--- config.mk ---
export PLATFORM = sky130hd
export DESIGN_NAME = soc_bus_decode
export DESIGN_NICKNAME = d
export VERILOG_FILES = /design/src/design/soc_bus_pkg.sv /design/src/design/soc_map_pkg.sv /design/src/design/soc_bus_decode.sv
export SDC_FILE = /design/constraint.sdc
export NUM_CORES = 1
export LEC_CHECK = 0
export ABC_CLOCK_PERIOD_IN_PS = 2600
export BUFFER_PORTS_ARGS = -buffer_cell sky130_fd_sc_hd__buf_2
export CELL_PAD_IN_SITES_DETAIL_PLACEMENT = 1
export CELL_PAD_IN_SITES_GLOBAL_PLACEMENT = 1
export CORE_AREA = 2 2 197 199
export DETAILED_ROUTE_END_ITERATION = 12
export DIE_AREA = 0 0 199 201
export GPL_TIMING_DRIVEN = 0
export MAX_ROUTING_LAYER = met4
export PLACE_DENSITY_LB_ADDON = 0.1
export SETUP_SLACK_MARGIN = 0.4
export SLEW_MARGIN = 25
export SYNTH_ARGS = -nofsm -noshare
export SYNTH_HDL_FRONTEND = slang
export SYNTH_SLANG_ARGS = --single-unit
--- constraint.sdc ---
create_clock -name vclk -period 2.6
set_input_delay 0.26 -clock vclk [all_inputs]
set_output_delay 0.26 -clock vclk [all_outputs]
set_load 0.02 [all_outputs]
--- src/design/soc_bus_pkg.sv ---
`default_nettype none

// valid/ready bus shared by the master port and every target
package soc_bus_pkg;

	// one request; the master holds it stable until ready
	typedef struct packed {
		logic        valid;
		// byte address
		logic [31:0] addr;
		logic [31:0] wdata;
		// byte lanes to write, all zero for a read
		logic [3:0]  wstrb;
	} bus_req_t;

	// one response from the addressed target
	typedef struct packed {
		// completes the transfer in this cycle
		logic        ready;
		logic [31:0] rdata;
	} bus_rsp_t;

endpackage

`default_nettype wire

--- src/design/soc_map_pkg.sv ---
`default_nettype none

// address map of the subsystem
package soc_map_pkg;

	// decoded target of a request
	typedef enum logic [2:0] {
		tgt_ram,
		tgt_uart_div,
		tgt_uart_dat,
		tgt_io,
		tgt_none
	} target_e;

	// uart register addresses, matched exactly
	parameter logic [31:0] UART_DIV_ADDR = 32'h0200_0004;
	parameter logic [31:0] UART_DAT_ADDR = 32'h0200_0008;

	// addr[31:24] from this value up goes to external io
	parameter logic [7:0] IO_MIN_TOP_BYTE = 8'h02;

	// bit period in clock cycles after reset
	parameter logic [31:0] UART_DIV_RESET = 32'd16;

endpackage

`default_nettype wire

--- src/design/soc_bus_decode.sv ---
`timescale 1ns/100ps
`default_nettype none

// address decoder and response mux between the master port and the targets
module soc_bus_decode #(
	parameter integer mem_words = 256
) (
	input  wire soc_bus_pkg::bus_req_t host_req,
	output soc_bus_pkg::bus_rsp_t      host_rsp,

	output soc_bus_pkg::bus_req_t      ram_req,
	input  wire soc_bus_pkg::bus_rsp_t ram_rsp,

	output soc_bus_pkg::bus_req_t      div_req,
	input  wire soc_bus_pkg::bus_rsp_t div_rsp,

	output soc_bus_pkg::bus_req_t      dat_req,
	input  wire soc_bus_pkg::bus_rsp_t dat_rsp,

	output soc_bus_pkg::bus_req_t      io_req,
	input  wire soc_bus_pkg::bus_rsp_t io_rsp
);

	// first byte address past the sram
	localparam logic [31:0] ram_limit = 32'(4 * mem_words);

	soc_map_pkg::target_e tgt;

	logic in_ram;
	logic is_div;
	logic is_dat;
	logic in_io;

	assign in_ram = host_req.addr < ram_limit;
	assign is_div = host_req.addr == soc_map_pkg::UART_DIV_ADDR;
	assign is_dat = host_req.addr == soc_map_pkg::UART_DAT_ADDR;
	assign in_io  = host_req.addr[31:24] >= soc_map_pkg::IO_MIN_TOP_BYTE;

	// priority order: ram, uart registers, external io, nothing
	always_comb begin
		if (in_ram) begin
			tgt = soc_map_pkg::tgt_ram;
		end else if (is_div) begin
			tgt = soc_map_pkg::tgt_uart_div;
		end else if (is_dat) begin
			tgt = soc_map_pkg::tgt_uart_dat;
		end else if (in_io) begin
			tgt = soc_map_pkg::tgt_io;
		end else begin
			tgt = soc_map_pkg::tgt_none;
		end
	end

	// every target sees the request, only the selected one sees valid
	always_comb begin
		ram_req = host_req;
		div_req = host_req;
		dat_req = host_req;
		io_req  = host_req;

		ram_req.valid = host_req.valid && (tgt == soc_map_pkg::tgt_ram);
		div_req.valid = host_req.valid && (tgt == soc_map_pkg::tgt_uart_div);
		dat_req.valid = host_req.valid && (tgt == soc_map_pkg::tgt_uart_dat);
		io_req.valid  = host_req.valid && (tgt == soc_map_pkg::tgt_io);
	end

	// response of the selected target, idle bus answers with zero
	always_comb begin
		host_rsp = '0;
		if (host_req.valid) begin
			case (tgt)
				soc_map_pkg::tgt_ram: begin
					host_rsp = ram_rsp;
				end
				soc_map_pkg::tgt_uart_div: begin
					host_rsp = div_rsp;
				end
				soc_map_pkg::tgt_uart_dat: begin
					host_rsp = dat_rsp;
				end
				soc_map_pkg::tgt_io: begin
					host_rsp = io_rsp;
				end
				default: begin
					// unmapped: complete at once with zero data so the bus cannot hang
					host_rsp.ready = 1'b1;
					host_rsp.rdata = '0;
				end
			endcase
		end
	end

endmodule

`default_nettype wire

* Word level (Yosys, flattened, before mapping)
Index checks and enable logic that the tools add are counted.
Word-level totals: bits in registers 0, output and inout port bits 309, logic and storage cells 18
Operators by class: magnitude comparators 2, equality and inequality tests 5, muxes and demuxes 6, reductions and logical operators 5
Operators with widths (number):
- one-hot mux 33 bit (4 select lines) | 1
- == test 32 x 26 -> 1 bit (second input constant) | 2
- two-way mux 33 bit | 1
- less-than comparator 32 x 11 -> 1 bit (second input constant) | 1
- two-way mux 3 bit | 4
- >= comparator 8 x 2 -> 1 bit (second input constant) | 1
- == test 3 x 2 -> 1 bit (second input constant) | 2
- logical AND 1 bit | 4
- == test 3 x 1 -> 1 bit (second input constant) | 1
- zero test 3 bit | 1

* Logic depth before layout (Yosys ltp)
Gate-level depths: netlist (run 1).
depth in word-level cells 8, depth in mapped cells 8, depth with buffers taken out 5

* Worst setup path before layout (run 1)
Ideal clock, no wire load.
path kind in2out, start input host_req[51] in the netlist's numbering, end output host_rsp[10] in the netlist's numbering, arrival time 1.595 ns, required time 2.340 ns, slack 0.745 ns, stages 7, cell sequence nor3_1 nand4_4 or3_1 buf_6 buf_12 nand3_2 a21oi_2
RTL lines:
- from (decl) | line soc_bus_decode.sv:8 | input wire soc_bus_pkg::bus_req_t host_req,
- to (decl) | line soc_bus_decode.sv:9 | output soc_bus_pkg::bus_rsp_t host_rsp,

==> impl_metrics.toml, run 1 <==
[cts]
holdBufCountCts = 0

[routing]
drc = 0
drtPass1Iterations = 4
wl_per_cell_um = 15.4
num_vias = 4744
wirelength_um = 22700
dr.first_iter.drc_count = 65
postRouteAntennaNets = 0
avgViaCountPerCell = 3.22

[final_layout]
ff_latch_area_sq_um = 0
fin_nets = 1157
layout-drive-gt1-share_pct = 91.7
fillers = 4711
final_area_sq_um = 7490
n_clock_buffer = 0
syn2layout_area_growth_pct = 105
post-route-util_pct = 19.7
num_antenna_cells = 0
multi_input_area_sq_um = 1630
nFlopsAndLatches = 0

[placement]
numPortBuffers = 474
gp_congestion = 0.736
dp_hpwl_um = 19800
dpl_cell_area_sq_um = 6680

[synth]
synthCells = 457
seq_area_frac_synth_pct = 0
yosys-top-cells-area = "buf_4 (57%), nand3_2 (8.2%), a22o_1 (7.9%)"
syn-num-nets = 658
synth_area_leader_cell = "buf_4"
synth.avg_cell_area_sq_um = 8.01
yosys_warnings = 0
synthMostInstantiatedCell = "buf_4"
netlist_area_sq_um = 3660
synthDominantCellAreaShare_pct = 57.2
synth_commonest_cells = "buf_4 (279), a22o_1 (33), a22oi_1 (32)"
ys_types = 29

[critical_path]
critPathLaunch = "host_req[54]"
arrival_ns = 1.96
crit_required_ns = 2.34
crit_path_frequent_cell = "buf_12"
worstPathCellList = "buf_8, nor4_4, nand4_4, or3_4, buf_12, buf_12, nand3_2, a21oi_2, buf_6"
cpMaxStageDelayCell = "or3_4"
cp-end-kind = "primary output"
critPathKind = "in2out"
critPathLaunchType = "input port"
crit_fanout = 10
slowest_delay_ns = 0.43

[power]
p_leak_nw = 4.13
power_density_nw_per_um2 = 172
peakVddDrop_mv = 0.0531

[global_routing]
gr-total-overflow = 0
grt_start_max_net_pins = 11
grt_use_total_pct = 10.6
grt_antenna_before_repair = 1
grt_first_pass_wirelength_um = 30900
grt_pass1_vias = 4879

[status]
status = "finished, final reports clean"

[sta]
finalSetupViolations = 0
max_slew.worst_pin.slew_ns = 0.584
relSlewSlack_pct = 61.1
drv_slew = 0
period_needed_ns = 2.22
fin_tns_setup_ns = 0
min_period_over_period_pct = 85.2
fin_hold_ws_ns = 0.738
max_freq_ghz = 0.451
grt_setup_unrepaired = "yes"
hold_viol_final = 0

[min_path]
hp-class = "in2out"
min_from = "host_req[11]"

[die]
io_pins = 510
die_h_um = 201
die_x_um = 199
die-area_sq_um = 40000
placementRows = 72
initial_utilization_pct = 9.61
core_sq_um = 38100

[job]
cap_violations = 0
kinds of logic after synthesis:
group | share of synthesized area, %
AND/OR/NAND/NOR | 15.6
buffers and inverters | 62.0
AO/OA/AOI/OAI | 22.4
placed cells by master (no fill, tap or decap), types with 3 or more instances in the layout:
cell	Yosys	layout
dlymetal6s2s_1	3	3
buf_4	279	300
a21oi_2	30	29
nor3_2	0	3
nor2_1	4	4
a22oi_2	0	9
clkbuf_1	6	6
buf_12	3	13
a22oi_1	32	23
nand3_2	30	22
nand3_4	0	11
buf_2	0	432
a22o_1	33	33
a21oi_4	0	3
nor4_4	4	5
buf_6	5	33
layer usage:
| metal | up-vias | global-route usage (%) | routed length, um |
|---|---|---|---|
| li1 | 2302 | - | - |
| met1 | 2225 | 11.4 | 8520 |
| met2 | 217 | 21.2 | 12700 |
| met3 | 0 | 1.56 | 1490 |
| met4 | 0 | 0 | 0 |
| met5 | - | - | 0 |
timing repair:
item	4_1_cts	5_1_grt
cloned	1	2
pin swaps	24	23
endpoints found under the hold margin	0	0
resized for setup	96	35
setup buffers	18	2
endpoints found under the setup margin	35	35
final timing paths:
path	to	slack (ns)	depth (start not counted)
worst min-delay path	div_req[11]	0.74	2
worst max-delay path	host_rsp[8]	0.38	9
where the power goes:
part | leakage [nW] | total, mW | switching [mW] | internal [mW]
registers | 0 | 0 | 0 | 0
clock network | 0 | 0 | 0 | 0
logic | 4.13 | 1.29 | 0.657 | 0.631
per-stage QoR:
stage | worst slack (ns) | cells | power (mW)
2_1_floorplan | 0.745 | 457 | 0.764
3_3_place_gp | -0.0794 | 1449 | 1.23
3_5_place_dp | -0.0918 | 1449 | 1.22
4_1_cts | 0.338 | 1468 | 1.29
5_1_grt | 0.292 | 1472 | 1.37
6_report | 0.385 | 1472 | 1.29
worst max-delay path: cells and delay by family:
kind / cells / cell delay [ns]
AO/OA/AOI/OAI: 1 / 0.06
buffers and inverters: 4 / 0.56
AND/OR/NAND/NOR: 4 / 1.07
layout make-up:
cell class / count / area share (%)
Timing Repair Buffer: 497 / 38.7
Buffer: 296 / 31.0
Multi-Input combinational cell: 161 / 21.7
Tap cell: 518 / 8.65
Note: power is estimated with default switching activity, not from simulation.
==> run 2: changes to the inputs <==
GPL_TIMING_DRIVEN = not set   (was 0)
==> run 2 against run 1 <==
  * Sequential share of layout area unchanged
  * Combinational power is 46% lower
  * Clock-buffer cell count unchanged
  * Highest routed layer is now met4
  * Worst setup slack worse by 0.0057 ns
  * Final area shrank 35%
  * Critical path depth did not move
  * Final cell count fell by 29%
  * Die area unchanged
  * Core utilization decreased by 7.0 points
  * Global-route usage is 2.1 points lower
==> impl_metrics.toml, run 2 (synthesis gave the netlist of run 1 again) <==
[status]
status = "finished, final reports clean"

[sta]
finalSetupViolations = 0
fin_tns_setup_ns = 0
period_needed_ns = 2.22
timing.final.ws_setup_ns = 0.379
relSlewSlack_pct = 67.2
grt_setup_unrepaired = "yes"
max_slew.worst_pin.slew_ns = 0.488
max_freq_ghz = 0.450
min_period_over_period_pct = 85.4
drv_slew = 0
hold_viol_final = 0

[critical_path]
crit_family = "simple AND/OR/NAND/NOR gates"
cpMaxStageDelayCell = "or3_4"
crit_fanout = 6
path_buf_inv = 4
arrival_ns = 1.96
critPathLaunchType = "input port"
path_depth = 9
cp-end-kind = "primary output"
slowest_delay_ns = 0.49
crit_path_frequent_cell = "buf_4"
crit_required_ns = 2.34
critPathKind = "in2out"
worstPathCellList = "buf_4, nor4_4, buf_4, nand4_1, or3_4, clkbuf_16, nand3_4, a21oi_2, buf_4"

[placement]
pre_cts_slack_ns = 0.0670
gp_congestion = 0.726
dp_hpwl_um = 14800
dp_cells = 1024
numPortBuffers = 330

[routing]
drtPass1Iterations = 4
num_vias = 3212
dr.first_iter.drc_count = 37
avgViaCountPerCell = 3.06
wirelength_um = 19100
wl_per_cell_um = 18.2
postRouteAntennaNets = 0
drc = 0

[die]
die-area_sq_um = 40000
placementRows = 72
die_x_um = 199
io_pins = 510
die_h_um = 201
initial_utilization_pct = 9.61
core_sq_um = 38100

[final_layout]
ff_latch_area_sq_um = 0
post-route-util_pct = 12.7
stdcell_count = 1048
layout_common_cells = "buf_2 (286), buf_6 (36), a22o_1 (33)"
nFlopsAndLatches = 0
layout-drive-gt1-share_pct = 90.9
layout_commonest_cell = "buf_2"
n_clock_buffer = 0
fin_nets = 732
syn2layout_area_growth_pct = 32.2

[cts]
holdBufCountCts = 0

[global_routing]
grt_start_max_net_pins = 25
grt_pass1_vias = 3408
grt_use_total_pct = 8.43
grt_first_pass_wirelength_um = 24200
grt_antenna_before_repair = 2
gr-total-overflow = 0

[power]
p_leak_nw = 2.26
power_density_nw_per_um2 = 144
peakVddDrop_mv = 0.0377

[min_path]
hold_depth = 0
hp-class = "in2out"

[job]
cap_violations = 0
==> run 2: path summary, 6_finish.rpt <==
path	startpoint	to	slack (ns)
setup / recovery	host_req[42]	host_rsp[15]	0.38
hold / removal	host_req[30]	io_req[30]	0.52
==> run 2: through the flow <==
step / power [mW] / instance area (sq um) / hold slack, ns
final: 0.699 / 4840 / 0.520
after global routing: 0.746 / 4840 / 0.520
after CTS: 0.674 / 4290 / 0.520
after detailed placement: 0.638 / 3870 / 0.520
after global placement: 0.641 / 3870 / 0.520
after floorplan: 0.764 / 3660 / 0.633
==> run 2: layer usage <==
metal | wire length, um | vias to the layer above | global-route usage [%]
met4 | 359 | 0 | 1.52
met3 | 1380 | 19 | 1.78
met5 | 0 | - | -
met2 | 10300 | 200 | 16.1
li1 | - | 1460 | -
met1 | 7030 | 1533 | 8.83
==> run 2: timing repair <==
| action | in CTS | in global routing |
|---|---|---|
| gates cloned | 3 | 8 |
| pin swaps | 27 | 59 |
| gates resized for setup | 67 | 84 |
| buffers inserted | 9 | 3 |
| endpoints found under the setup margin | 34 | 34 |
==> run 2: final cells by class <==
cell class                      count  area [sq um]
Fill cell                        4569         33300
Timing Repair Buffer              368          2500
Multi-Input combinational cell    161          1690
Tap cell                          518           648
Antenna cell                        1          2.50
==> run 2: power breakdown <==
group	leakage [nW]	internal [mW]	total [mW]	switching, mW
Clock	0.00000634	0.0000000515	0.0000000515	0
Combinational	2.26	0.293	0.699	0.406
Sequential	0	0	0	0
