--- src/design/soc_bus_pkg.sv ---
`default_nettype none

// valid/ready bus shared by the master port and every target
package soc_bus_pkg;

	// one request; the master holds it stable until ready
	typedef struct packed {
		logic        valid;
		// byte address
		logic [31:0] addr;
		logic [31:0] wdata;
		// byte lanes to write, all zero for a read
		logic [3:0]  wstrb;
	} bus_req_t;

	// one response from the addressed target
	typedef struct packed {
		// completes the transfer in this cycle
		logic        ready;
		logic [31:0] rdata;
	} bus_rsp_t;

endpackage

`default_nettype wire

--- src/design/soc_map_pkg.sv ---
`default_nettype none

// address map of the subsystem
package soc_map_pkg;

	// decoded target of a request
	typedef enum logic [2:0] {
		tgt_ram,
		tgt_uart_div,
		tgt_uart_dat,
		tgt_io,
		tgt_none
	} target_e;

	// uart register addresses, matched exactly
	parameter logic [31:0] UART_DIV_ADDR = 32'h0200_0004;
	parameter logic [31:0] UART_DAT_ADDR = 32'h0200_0008;

	// addr[31:24] from this value up goes to external io
	parameter logic [7:0] IO_MIN_TOP_BYTE = 8'h02;

	// bit period in clock cycles after reset
	parameter logic [31:0] UART_DIV_RESET = 32'd16;

endpackage

`default_nettype wire

--- src/design/soc_uart.sv ---
`timescale 1ns/100ps
`default_nettype none

// 8N1 uart with a divider register and a one-byte data register
module soc_uart (
	input  wire                        clk,
	input  wire                        rst_n,
	input  wire soc_bus_pkg::bus_req_t div_req,
	output soc_bus_pkg::bus_rsp_t      div_rsp,
	input  wire soc_bus_pkg::bus_req_t dat_req,
	output soc_bus_pkg::bus_rsp_t      dat_rsp,
	output logic                       ser_tx,
	input  wire                        ser_rx
);

	logic [31:0] div_q;

	logic        dat_wr;
	logic        dat_rd;
	logic        tx_busy;
	logic        tx_start;
	logic        tx_tick;
	logic [3:0]  tx_bits;
	logic [31:0] tx_cnt;
	logic [8:0]  tx_shift;

	logic [1:0]  rx_sync;
	logic        rx_in;
	logic        rx_busy;
	logic        rx_sample;
	logic        rx_done;
	logic [3:0]  rx_bits;
	logic [31:0] rx_cnt;
	logic [7:0]  rx_shift;
	logic [7:0]  rx_buf;
	logic        rx_valid;

	// divider register, byte writable
	always_ff @(posedge clk or negedge rst_n) begin
		if (!rst_n) begin
			div_q <= soc_map_pkg::UART_DIV_RESET;
		end else if (div_req.valid) begin
			for (int i = 0; i < 4; i++) begin
				if (div_req.wstrb[i]) begin
					div_q[8*i +: 8] <= div_req.wdata[8*i +: 8];
				end
			end
		end
	end

	assign div_rsp.ready = div_req.valid;
	assign div_rsp.rdata = div_q;

	assign dat_wr   = dat_req.valid && (dat_req.wstrb != 4'b0000);
	assign dat_rd   = dat_req.valid && (dat_req.wstrb == 4'b0000);
	assign tx_busy  = tx_bits != 4'd0;
	assign tx_start = dat_wr && !tx_busy;

	// a write stalls while the previous byte is still on the line
	assign dat_rsp.ready = dat_req.valid && !(dat_wr && tx_busy);
	assign dat_rsp.rdata = rx_valid ? {24'h000000, rx_buf} : 32'hffff_ffff;

	// end of the current bit period, divider 0 or 1 ticks every cycle
	assign tx_tick = (tx_cnt + 32'd1) >= div_q;

	// transmitter, start bit driven directly, then shift out data and stop
	always_ff @(posedge clk or negedge rst_n) begin
		if (!rst_n) begin
			ser_tx  <= 1'b1;
			tx_bits <= 4'd0;
			tx_cnt  <= '0;
		end else if (tx_start) begin
			ser_tx  <= 1'b0;
			tx_bits <= 4'd10;
			tx_cnt  <= '0;
		end else if (tx_busy) begin
			if (tx_tick) begin
				tx_cnt  <= '0;
				tx_bits <= tx_bits - 4'd1;
				ser_tx  <= tx_shift[0];
			end else begin
				tx_cnt <= tx_cnt + 32'd1;
			end
		end
	end

	// ones fill in behind the data, which gives the stop bit and idle
	always_ff @(posedge clk) begin
		if (tx_start) begin
			tx_shift <= {1'b1, dat_req.wdata[7:0]};
		end else if (tx_busy && tx_tick) begin
			tx_shift <= {1'b1, tx_shift[8:1]};
		end
	end

	// two-flop synchronizer on the serial input
	always_ff @(posedge clk or negedge rst_n) begin
		if (!rst_n) begin
			rx_sync <= 2'b11;
		end else begin
			rx_sync <= {rx_sync[0], ser_rx};
		end
	end

	assign rx_in     = rx_sync[1];
	assign rx_busy   = rx_bits != 4'd0;
	assign rx_sample = rx_busy && (rx_cnt == 32'd0);
	assign rx_done   = rx_sample && (rx_bits == 4'd1) && rx_in;

	// receiver counts down half a bit to the middle of the start bit, then whole bits
	always_ff @(posedge clk or negedge rst_n) begin
		if (!rst_n) begin
			rx_bits <= 4'd0;
			rx_cnt  <= '0;
		end else if (!rx_busy) begin
			if (!rx_in) begin
				rx_bits <= 4'd10;
				// synchronizer and start detect already take up part of the half bit
				rx_cnt  <= (div_q > 32'd3) ? {1'b0, div_q[31:1]} - 32'd1 : '0;
			end
		end else if (rx_sample) begin
			rx_cnt <= div_q - 32'd1;
			// a start bit that is gone by mid-bit was a glitch
			if (rx_bits == 4'd10 && rx_in) begin
				rx_bits <= 4'd0;
			end else begin
				rx_bits <= rx_bits - 4'd1;
			end
		end else begin
			rx_cnt <= rx_cnt - 32'd1;
		end
	end

	// data bits arrive lsb first
	always_ff @(posedge clk) begin
		if (rx_sample && rx_bits <= 4'd9 && rx_bits >= 4'd2) begin
			rx_shift <= {rx_in, rx_shift[7:1]};
		end
		if (rx_done) begin
			rx_buf <= rx_shift;
		end
	end

	// a new byte wins over a read in the same cycle
	always_ff @(posedge clk or negedge rst_n) begin
		if (!rst_n) begin
			rx_valid <= 1'b0;
		end else if (rx_done) begin
			rx_valid <= 1'b1;
		end else if (dat_rd) begin
			rx_valid <= 1'b0;
		end
	end

endmodule

`default_nettype wire

--- config.mk ---
export PLATFORM = sky130hd
export DESIGN_NAME = soc_uart
export DESIGN_NICKNAME = d
export VERILOG_FILES = /design/src/design/soc_bus_pkg.sv /design/src/design/soc_map_pkg.sv /design/src/design/soc_uart.sv
export SDC_FILE = /design/constraint.sdc
export NUM_CORES = 1
export LEC_CHECK = 0
export BUFFER_PORTS_ARGS = -buffer_cell sky130_fd_sc_hd__buf_2
export CORE_MARGIN = 2
export CORE_UTILIZATION = 45
export CTS_BUF_LIST = sky130_fd_sc_hd__clkbuf_4 sky130_fd_sc_hd__clkbuf_8
export DETAILED_ROUTE_END_ITERATION = 8
export PLACE_DENSITY = 0.71
export SYNTH_ARGS = -nofsm -noshare
export SYNTH_HDL_FRONTEND = slang
export SYNTH_SLANG_ARGS = --single-unit
--- constraint.sdc ---
create_clock -name clk -period 4.2 [get_ports clk]
set_clock_uncertainty 0.15 [all_clocks]
set_input_delay 0.42 -clock clk [delete_from_list [all_inputs] [get_ports clk]]
set_output_delay 0.42 -clock clk [all_outputs]
set_load 0.02 [all_outputs]
Word level (Yosys, flattened, before mapping):

Cells that the tools add are included.

* bits in registers: 132
* input bits: 141
* output and inout port bits: 67

* add/sub/neg operators: 6
* order comparisons: 4
* equal/unequal tests: 4
* mux-type cells: 22
* reduce and logical (&&, ||, !) cells: 29

Operators by type and width (number)
* $mux 32: 8
* $sub 32x1->32 const B: 2
* $add 32x1->32 const B: 1
* $ge 32x32->1: 1
* $gt 32x2->1 const B: 1
* $logic_not 32->1: 1
* $sub 31x1->32 const B: 1
* $mux 4: 7
* $mux 8: 2
* $logic_and 1x1->1: 12
* $reduce_and 2->1: 6
* $reduce_bool 4->1: 3
* $reduce_bool 2->1: 4
* $sub 4x1->4 const B: 2
* $mux 1: 5
* $eq 4x1->1 const B: 1
* $eq 4x4->1 const B: 1
* $ge 4x2->1 const B: 1
* $le 4x4->1 const B: 1
* $logic_not 4->1: 1
* $ne 2x1->1 const B: 2
* $logic_not 1->1: 2

Logic depth before layout (Yosys ltp):

Gate-level depths: netlist of run 1.

* depth after elaboration: 5
* gate-level depth with buffers: 17

Worst setup path after synthesis of run 1:

OpenSTA, ideal clock, no wires.

* path kind: register -> register
* start point: reg tx_cnt[0]
* end point: reg tx_shift[0] (enable)
* library setup time: 0.275 ns
* data arrival time: 3.666 ns
* required time: 3.775 ns
* setup slack: 0.109 ns
* stages on the path, launching flop included: 15
* clock period less this slack: 4.091 ns
* cell sequence: dfrtp_1 -> ha_1 -> nand2_1 -> or2_2 -> nor3_1 -> nand2_1 -> o21ai_0 -> nand2_1 -> ha_1 -> a2111oi_0 -> a21oi_1 -> a2111o_1 -> or2_2 -> nand2_1 -> inv_1

* longest elaborated chain between the ends: 4

RTL lines
* from (decl): RTL line soc_uart.sv:24 `logic [31:0] tx_cnt;`
* from (signal assigned): RTL line soc_uart.sv:82 `tx_cnt <= tx_cnt + 32'd1;`
* $add 32x1->32: RTL line soc_uart.sv:64 `assign tx_tick = (tx_cnt + 32'd1) >= div_q;`
* $ge 32x32->1: RTL line soc_uart.sv:64
* $logic_and 1x1->1: RTL line soc_uart.sv:91 `end else if (tx_busy && tx_tick) begin`
* $reduce_bool 2->1 (no line)
* to (signal assigned): RTL line soc_uart.sv:90 `tx_shift <= {1'b1, dat_req.wdata[7:0]};`
* to (signal assigned): RTL line soc_uart.sv:92 `tx_shift <= {1'b1, tx_shift[8:1]};`
* to (decl): RTL line soc_uart.sv:25 `logic [8:0] tx_shift;`

No other way between the ends.
A chain may end at the register's enable or synchronous reset.

Worst setup path in the final report of run 1:

* start point: reg tx_cnt[0]
* end point: reg tx_cnt[27]

* longest elaborated chain between the ends: 5

RTL lines
* $add 32x1->32 *: RTL line soc_uart.sv:64, soc_uart.sv:82
* $ge 32x32->1: RTL line soc_uart.sv:64
* $mux 32 *: RTL line soc_uart.sv:77 `if (tx_tick) begin`
* $mux 32 *: RTL line soc_uart.sv:76 `end else if (tx_busy) begin`
* $mux 32 *: RTL line soc_uart.sv:72 `end else if (tx_start) begin`

Every way passes the cells marked *; elsewhere a longest branch is shown, timed or not. The select of a mux whose other input is x is not followed.

==> flow_metrics.py, run 1 <==
metrics = {
    "clock_network": {
        "insertion_delay_ns": 0.47,
        "cts_sinks": 132,
        "root_buffer": "clkbuf_8",
        "htreeDepth": 4,
        "cts_tree": "done",
        "clk_pin_slew_worst_paths_ns": 0.09,
        "cts_buffer_depth": 2,
        "cts_made_buffers": 17,
    },
    "layout": {
        "final_cell_area_sq_um": 10210,
        "layout_common_cells": "118 x buf_2, 103 x dfrtp_1, 68 x nand2_1, 64 x nor2_1, 64 x a21oi_1",
        "final_nets": 1256,
        "antenna_cells": 0,
        "fill_cells": 1808,
        "final_common_cell": "buf_2",
        "fin_cells": 1354,
        "multi_input_area_sq_um": 5050,
        "drive_gt1_share_pct": 23.78,
        "synthToLayoutAreaGrowth_pct": 14.13,
        "ff_latch_area_sq_um": 3430,
    },
    "global_routing": {
        "grt_max_degree": 67,
        "grt_util_all_layers_pct": 23.10,
        "overflow": 0,
        "grt_first_pass_wirelength_um": 39470,
        "antenna_found_initial": 0,
        "grt_pass1_vias": 7529,
    },
    "floorplanning": {
        "rows": 51,
        "start_util_pct": 45.96,
        "io_pins": 208,
        "core_area_sq_um": 19460,
        "die_w_um": 145.0,
        "fp.dieArea_sq_um": 21020,
        "die_h_um": 145.0,
    },
    "detailed_routing": {
        "vias": 7915,
        "vias_per_cell": 5.846,
        "postRouteAntennaNets": 0,
        "dr.pass1.iters": 6,
        "drt-initial-drc-count": 642,
        "drc": 0,
        "wire_per_inst_um": 17.91,
        "drt-total-wl_um": 24250,
    },
    "worst_setup_path": {
        "cp_top_family": "simple AND/OR/NAND/NOR gates",
        "max_stage_delay_ns": 0.47,
        "cp.required_ns": 4.40,
        "start_kind": "flop",
        "path_cells": "ha_1 -> nand2_1 -> or2_2 -> nor3_1 -> buf_4 -> and2_1 -> nand3_1 -> xnor2_1 -> ha_1 -> nand4_1 -> nor2_1 -> a2111o_1 -> or2_2 -> buf_4 -> o31ai_1",
        "worstSetupEndpointType": "flop",
        "cp_slowest_cell": "a2111o_1",
        "criticalPathCategory": "flop to flop",
        "worst_ep_arrival_time_ns": 4.22,
        "cp_max_fo": 8,
        "crit_buf_inv": 2,
    },
    "outcome": {
        "status": "finished, final reports clean",
    },
    "logic_synthesis": {
        "synth_seq_cells": 132,
        "ys.flop_type": "dfrtp_1",
        "synthCells": 975,
        "syn_area_sq_um": 8945,
        "synthDistinctLibCells": 73,
        "yosysSeqAreaShare_pct": 38.33,
        "syn_avg_cell_area_sq_um": 9.174,
        "synthArstFlopShare_pct": 81.82,
        "syn-num-nets": 1155,
        "synth-edff-count": 24,
        "synth_warnings": 0,
    },
    "sta": {
        "tns_ns": 0,
        "fmax_ghz": 0.2486,
        "min_period_ns": 4.022,
        "setup_viol": 0,
        "fin_crit_sh_pct": 95.76,
        "relSlewSlack_pct": 29.61,
        "drv_slew": 0,
        "holdWs_ns": 0.02440,
        "final-hold-violation-count": 0,
        "tightest_slew_ns": 1.056,
    },
    "placement": {
        "dp.cells": 1319,
        "port_buffers": 119,
        "gp_congestion": 0.9161,
        "place_hpwl_um": 17730,
        "placed_cell_area_sq_um": 9732,
    },
    "min_path": {
        "hp-class": "input pin to flop",
    },
    "pwr": {
        "p_leak_nw": 4.373,
        "power_mw": 4.392,
        "vdd_drop_max_v": 0.0002118,
        "powerDensity_nw_per_um2": 430.3,
    },
    "flow_run": {
        "cap_violations": 0,
    },
}
-- cell families after synthesis --
family,Yosys count,share of synthesized area [%]
muxes,49,6.113
xor gates and xnor gates,67,6.560
DFF,132,38.33
and+or+nand+nor,338,19.82
AOI/OAI and AO/OA,240,17.88
buffers and inverters,110,5.847
adders and majority gates,39,5.455
-- worst register-to-register path, stage by stage, from the launching register on --
cell and delay [ns]:
dfrtp_2 0.41, ha_1 0.17, nand2_1 0.08, or2_2 0.33
nor3_1 0.19, buf_4 0.18, and2_1 0.18, nand3_1 0.14
xnor2_1 0.26, ha_1 0.29, nand4_1 0.16, nor2_1 0.08
a2111o_1 0.47, or2_2 0.35, buf_4 0.19, o31ai_1 0.29
-- layout make-up --
type                    count  share of cell area (%)
clock buffers              17                   2.292
clock inverters            15                   1.667
inverters                  42                   1.544
multi-input cells         733                   49.47
flip-flops and latches    132                   33.59
well taps                 265                   3.248
repair buffers            150                   8.187
-- what timing repair did --
item,in CTS,in global routing
setup buffers,0,1
endpoints found under the hold margin,62,0
hold buffers,2,0
endpoints found under the setup margin,0,46
resized for setup,0,12
-- per-stage QoR --
step / worst slack [ns] / utilization, %
CTS: 0.04120 / 52.18
finish: 0.1781 / 52.45
floorplan: 0.1088 / -
global placement: 0.09084 / 50.00
global route: -0.003486 / 52.45
detailed placement: 0.05138 / 50.00
-- flip-flops by register name (all words and copies together), names as in the netlist, 2 cells and up --
register	flops
div_q	32
rx_shift	8
tx_shift	8
rx_cnt	32
rx_sync	2
tx_cnt	32
tx_bits	4
rx_buf	8
rx_bits	4
-- cell usage after synthesis (all sizes together) (4+ instances only) --
master / count / area share (%)
dfrtp: 104 / 29
nand2: 68 / 2.9
nor2: 67 / 2.9
a21oi: 64 / 3.6
nor3: 58 / 3.2
o21ai: 54 / 3.0
xnor2: 54 / 5.3
mux2: 45 / 5.7
inv: 42 / 1.8
ha: 39 / 5.5
buf: 37 / 2.8
nand3: 32 / 1.8
clkbuf: 31 / 1.3
a22o: 24 / 2.3
edfxtp: 24 / 8.1
nand4: 19 / 1.3
nor4: 19 / 1.5
nand2b: 18 / 1.3
a211oi: 17 / 1.5
xor2: 13 / 1.3
a31oi: 12 / 0.84
a21o: 9 / 0.76
o211ai: 9 / 0.76
or3: 9 / 0.63
or4: 9 / 0.88
and4: 8 / 0.78
a221oi: 7 / 0.69
or2: 7 / 0.49
and2: 6 / 0.42
and3: 6 / 0.42
a2111oi: 4 / 0.39
dfstp: 4 / 1.2
mux2i: 4 / 0.45
o21a: 4 / 0.34
o31ai: 4 / 0.34
-- layer usage --
layer  global-route usage, %  wire, um
met3                   4.214      1581
met2                   37.14     11430
met5                       0         0
met1                   30.80     10600
met4                   9.505       636
-- worst paths after layout --
check | from | to | slack [ns] | depth (start not counted)
max | tx_cnt[0] | tx_cnt[27] | 0.18 | 15
min | div_req[33] | div_q[29] | 0.02 | 2
max reg2reg | tx_cnt[0] | tx_cnt[27] | 0.18 | 15
min reg2reg | rx_sync[0] | rx_sync[1] | 0.21 | 0
max in group asynchronous | rst_n | rx_sync[1] | 2.56 | 3
min in group asynchronous | rst_n | div_q[2] | 0.44 | 2
-- where the power goes --
part	switching [mW]	internal (mW)	leakage, nW
Sequential	0.329	1.54	1.58
Clock	0.579	0.542	0.202
Combinational	0.823	0.579	2.59
(Power assumes the default switching activity.)
==> run 2, diff against run 1 <==
==> constraint.sdc (replaced) <==
create_clock -name clk -period 4.2 [get_ports clk]
set_clock_uncertainty 0.15 [all_clocks]
set_input_delay 0.84 -clock clk [delete_from_list [all_inputs] [get_ports clk]]
set_output_delay 0.84 -clock clk [all_outputs]
set_load 0.02 [all_outputs]
==> flow_metrics.py, run 2 (synthesis results as in run 1) <==
metrics = {
    "min_path": {
        "hp-class": "flop to flop",
    },
    "clock_network": {
        "clk_pin_slew_worst_paths_ns": 0.08,
        "cts_made_buffers": 17,
        "htreeDepth": 4,
        "cts_sinks": 132,
        "insertion_delay_ns": 0.48,
        "cts_tree": "done",
        "cts_buffer_depth": 2,
        "root_buffer": "clkbuf_8",
    },
    "sta": {
        "tightest_slew_ns": 0.8078,
        "min_period_ns": 3.945,
        "fmax_ghz": 0.2535,
        "final-hold-violation-count": 0,
        "drv_slew": 0,
        "rsz0062_at_grt": "false",
        "tns_ns": 0,
        "setup_viol": 0,
        "fin_crit_sh_pct": 93.93,
        "relSlewSlack_pct": 46.15,
    },
    "pwr": {
        "p_sw_share_pct": 39.27,
        "p_switching_mw": 1.753,
        "p_int_mw": 2.711,
        "comb_power_share_pct": 32.8,
        "clkPwrFrac_pct": 25.2,
        "powerDensity_nw_per_um2": 433.8,
        "power_mw": 4.463,
        "p_leak_nw": 4.402,
        "vdd_drop_max_v": 0.0002161,
        "seqPwrFrac_pct": 41.9,
    },
    "layout": {
        "synthToLayoutAreaGrowth_pct": 15.01,
        "drive_gt1_share_pct": 24.82,
        "layout_common_cells": "118 x buf_2, 103 x dfrtp_1, 68 x nand2_1, 64 x a21oi_1, 63 x nor2_1",
        "antenna_cells": 0,
        "final_common_cell": "buf_2",
        "largest_registers": "div_q (32), rx_cnt (32), tx_cnt (32)",
        "fill_cells": 1757,
        "final_nets": 1259,
    },
    "worst_setup_path": {
        "rrSetupSlack_ns": 0.25,
        "regToRegStartpoint": "tx_cnt[0]",
        "cp-endpoint": "tx_cnt[31]",
        "cp.required_ns": 4.44,
        "worst_ep_arrival_time_ns": 4.19,
        "start_kind": "flop",
        "criticalPathCategory": "flop to flop",
        "reg2reg_to": "tx_cnt[31]",
        "cp_max_fo": 8,
        "reg2regPathDepth": 17,
        "worstSetupEndpointType": "flop",
        "crit_start": "tx_cnt[0]",
    },
    "detailed_routing": {
        "wire_per_inst_um": 17.78,
        "vias_per_cell": 5.931,
        "dr.pass1.iters": 5,
        "drt-total-wl_um": 24130,
        "drc": 0,
        "vias": 8049,
        "postRouteAntennaNets": 0,
        "drt-initial-drc-count": 677,
    },
    "floorplanning": {
        "fp.dieArea_sq_um": 21020,
        "die_h_um": 145.0,
        "core_area_sq_um": 19460,
        "die_w_um": 145.0,
        "io_pins": 208,
        "rows": 51,
        "start_util_pct": 45.96,
    },
    "global_routing": {
        "grt_max_degree": 53,
        "overflow": 0,
        "grt_first_pass_wirelength_um": 39550,
        "grt_pass1_vias": 7532,
        "antenna_found_initial": 0,
        "grt_util_all_layers_pct": 23.09,
    },
    "flow_run": {
        "cap_violations": 0,
    },
    "outcome": {
        "status": "finished, final reports clean",
    },
    "placement": {
        "port_buffers": 119,
        "place_hpwl_um": 17440,
        "gp_congestion": 0.9140,
    },
}
[run 2: what timing repair did]
item	CTS	global route
hold endpoints to repair	0	0
gates resized for setup	0	23
hold buffers	0	0
setup endpoints to repair	0	43
buffers inserted	0	6
[run 2: routing by layer]
metal	up-vias	share of wire, %	GRT usage, %
met1	3856	44	31.55
li1	3793	-	-
met2	354	47	37.55
met5	-	0	0
met3	46	6.6	3.962
met4	0	2.4	7.178
[run 2: final cells by class]
class / instances / area [sq um] / share of cell area [%]
clock buffer: 17 / 234.0 / 2.274
tap: 265 / 331.6 / 3.223
timing repair buffer: 153 / 865.8 / 8.416
multi-input combinational: 733 / 5100 / 49.57
inverter: 42 / 157.7 / 1.532
clock inverter: 15 / 168.9 / 1.642
sequential: 132 / 3430 / 33.34
[run 2: power groups by stage]
stage	registers, mW	logic, mW	clock network, mW
2_1_floorplan	1.81	1.02	0
3_3_place_gp	1.87	1.38	0
3_5_place_dp	1.87	1.42	0
4_1_cts	1.85	1.42	1.14
5_1_grt	1.91	1.63	1.21
6_report	1.87	1.47	1.13
[run 2: how the worst min path moves through the flow]
stage | slack, ns | depth (start not counted) | end | from
4_1_cts | 0.21 | 0 | rx_sync[1] | rx_sync[0]
3_3_place_gp | 0.20 | 0 | rx_sync[1] | rx_sync[0]
3_5_place_dp | 0.20 | 0 | rx_sync[1] | rx_sync[0]
6_report | 0.21 | 0 | rx_sync[1] | rx_sync[0]
2_1_floorplan | 0.20 | 0 | rx_sync[1] | rx_sync[0]
5_1_grt | 0.21 | 0 | rx_sync[1] | rx_sync[0]
[run 2: critical path, cell delays in order (launching register included)]
cell       delay, ns
dfrtp_2         0.39
ha_1            0.17
nand2_1         0.09
or2_2           0.34
nor3_2          0.19
buf_4           0.18
and2_4          0.17
nand4b_1        0.12
nand2_1         0.12
ha_1            0.27
a2111oi_2       0.37
a21oi_1         0.13
a2111o_1        0.44
buf_4           0.16
nor2_2          0.15
buf_4           0.18
o21ai_0         0.08
a31oi_1         0.17
[run 2: metrics by stage]
stage / instance area, sq um / util, % / setup WS [ns] / hold WS [ns] / cells
5_1_grt: 10290 / 52.86 / 0.03241 / 0.2129 / 1357
4_1_cts: 10150 / 52.14 / 0.02949 / 0.2102 / 1351
3_5_place_dp: 9744 / 50.07 / 0.03658 / 0.1979 / 1319
2_1_floorplan: 8945 / - / 0.1088 / 0.1952 / 975
3_3_place_gp: 9744 / 50.07 / 0.1129 / 0.1965 / 1319
6_report: 10290 / 52.86 / 0.2549 / 0.2092 / 1357
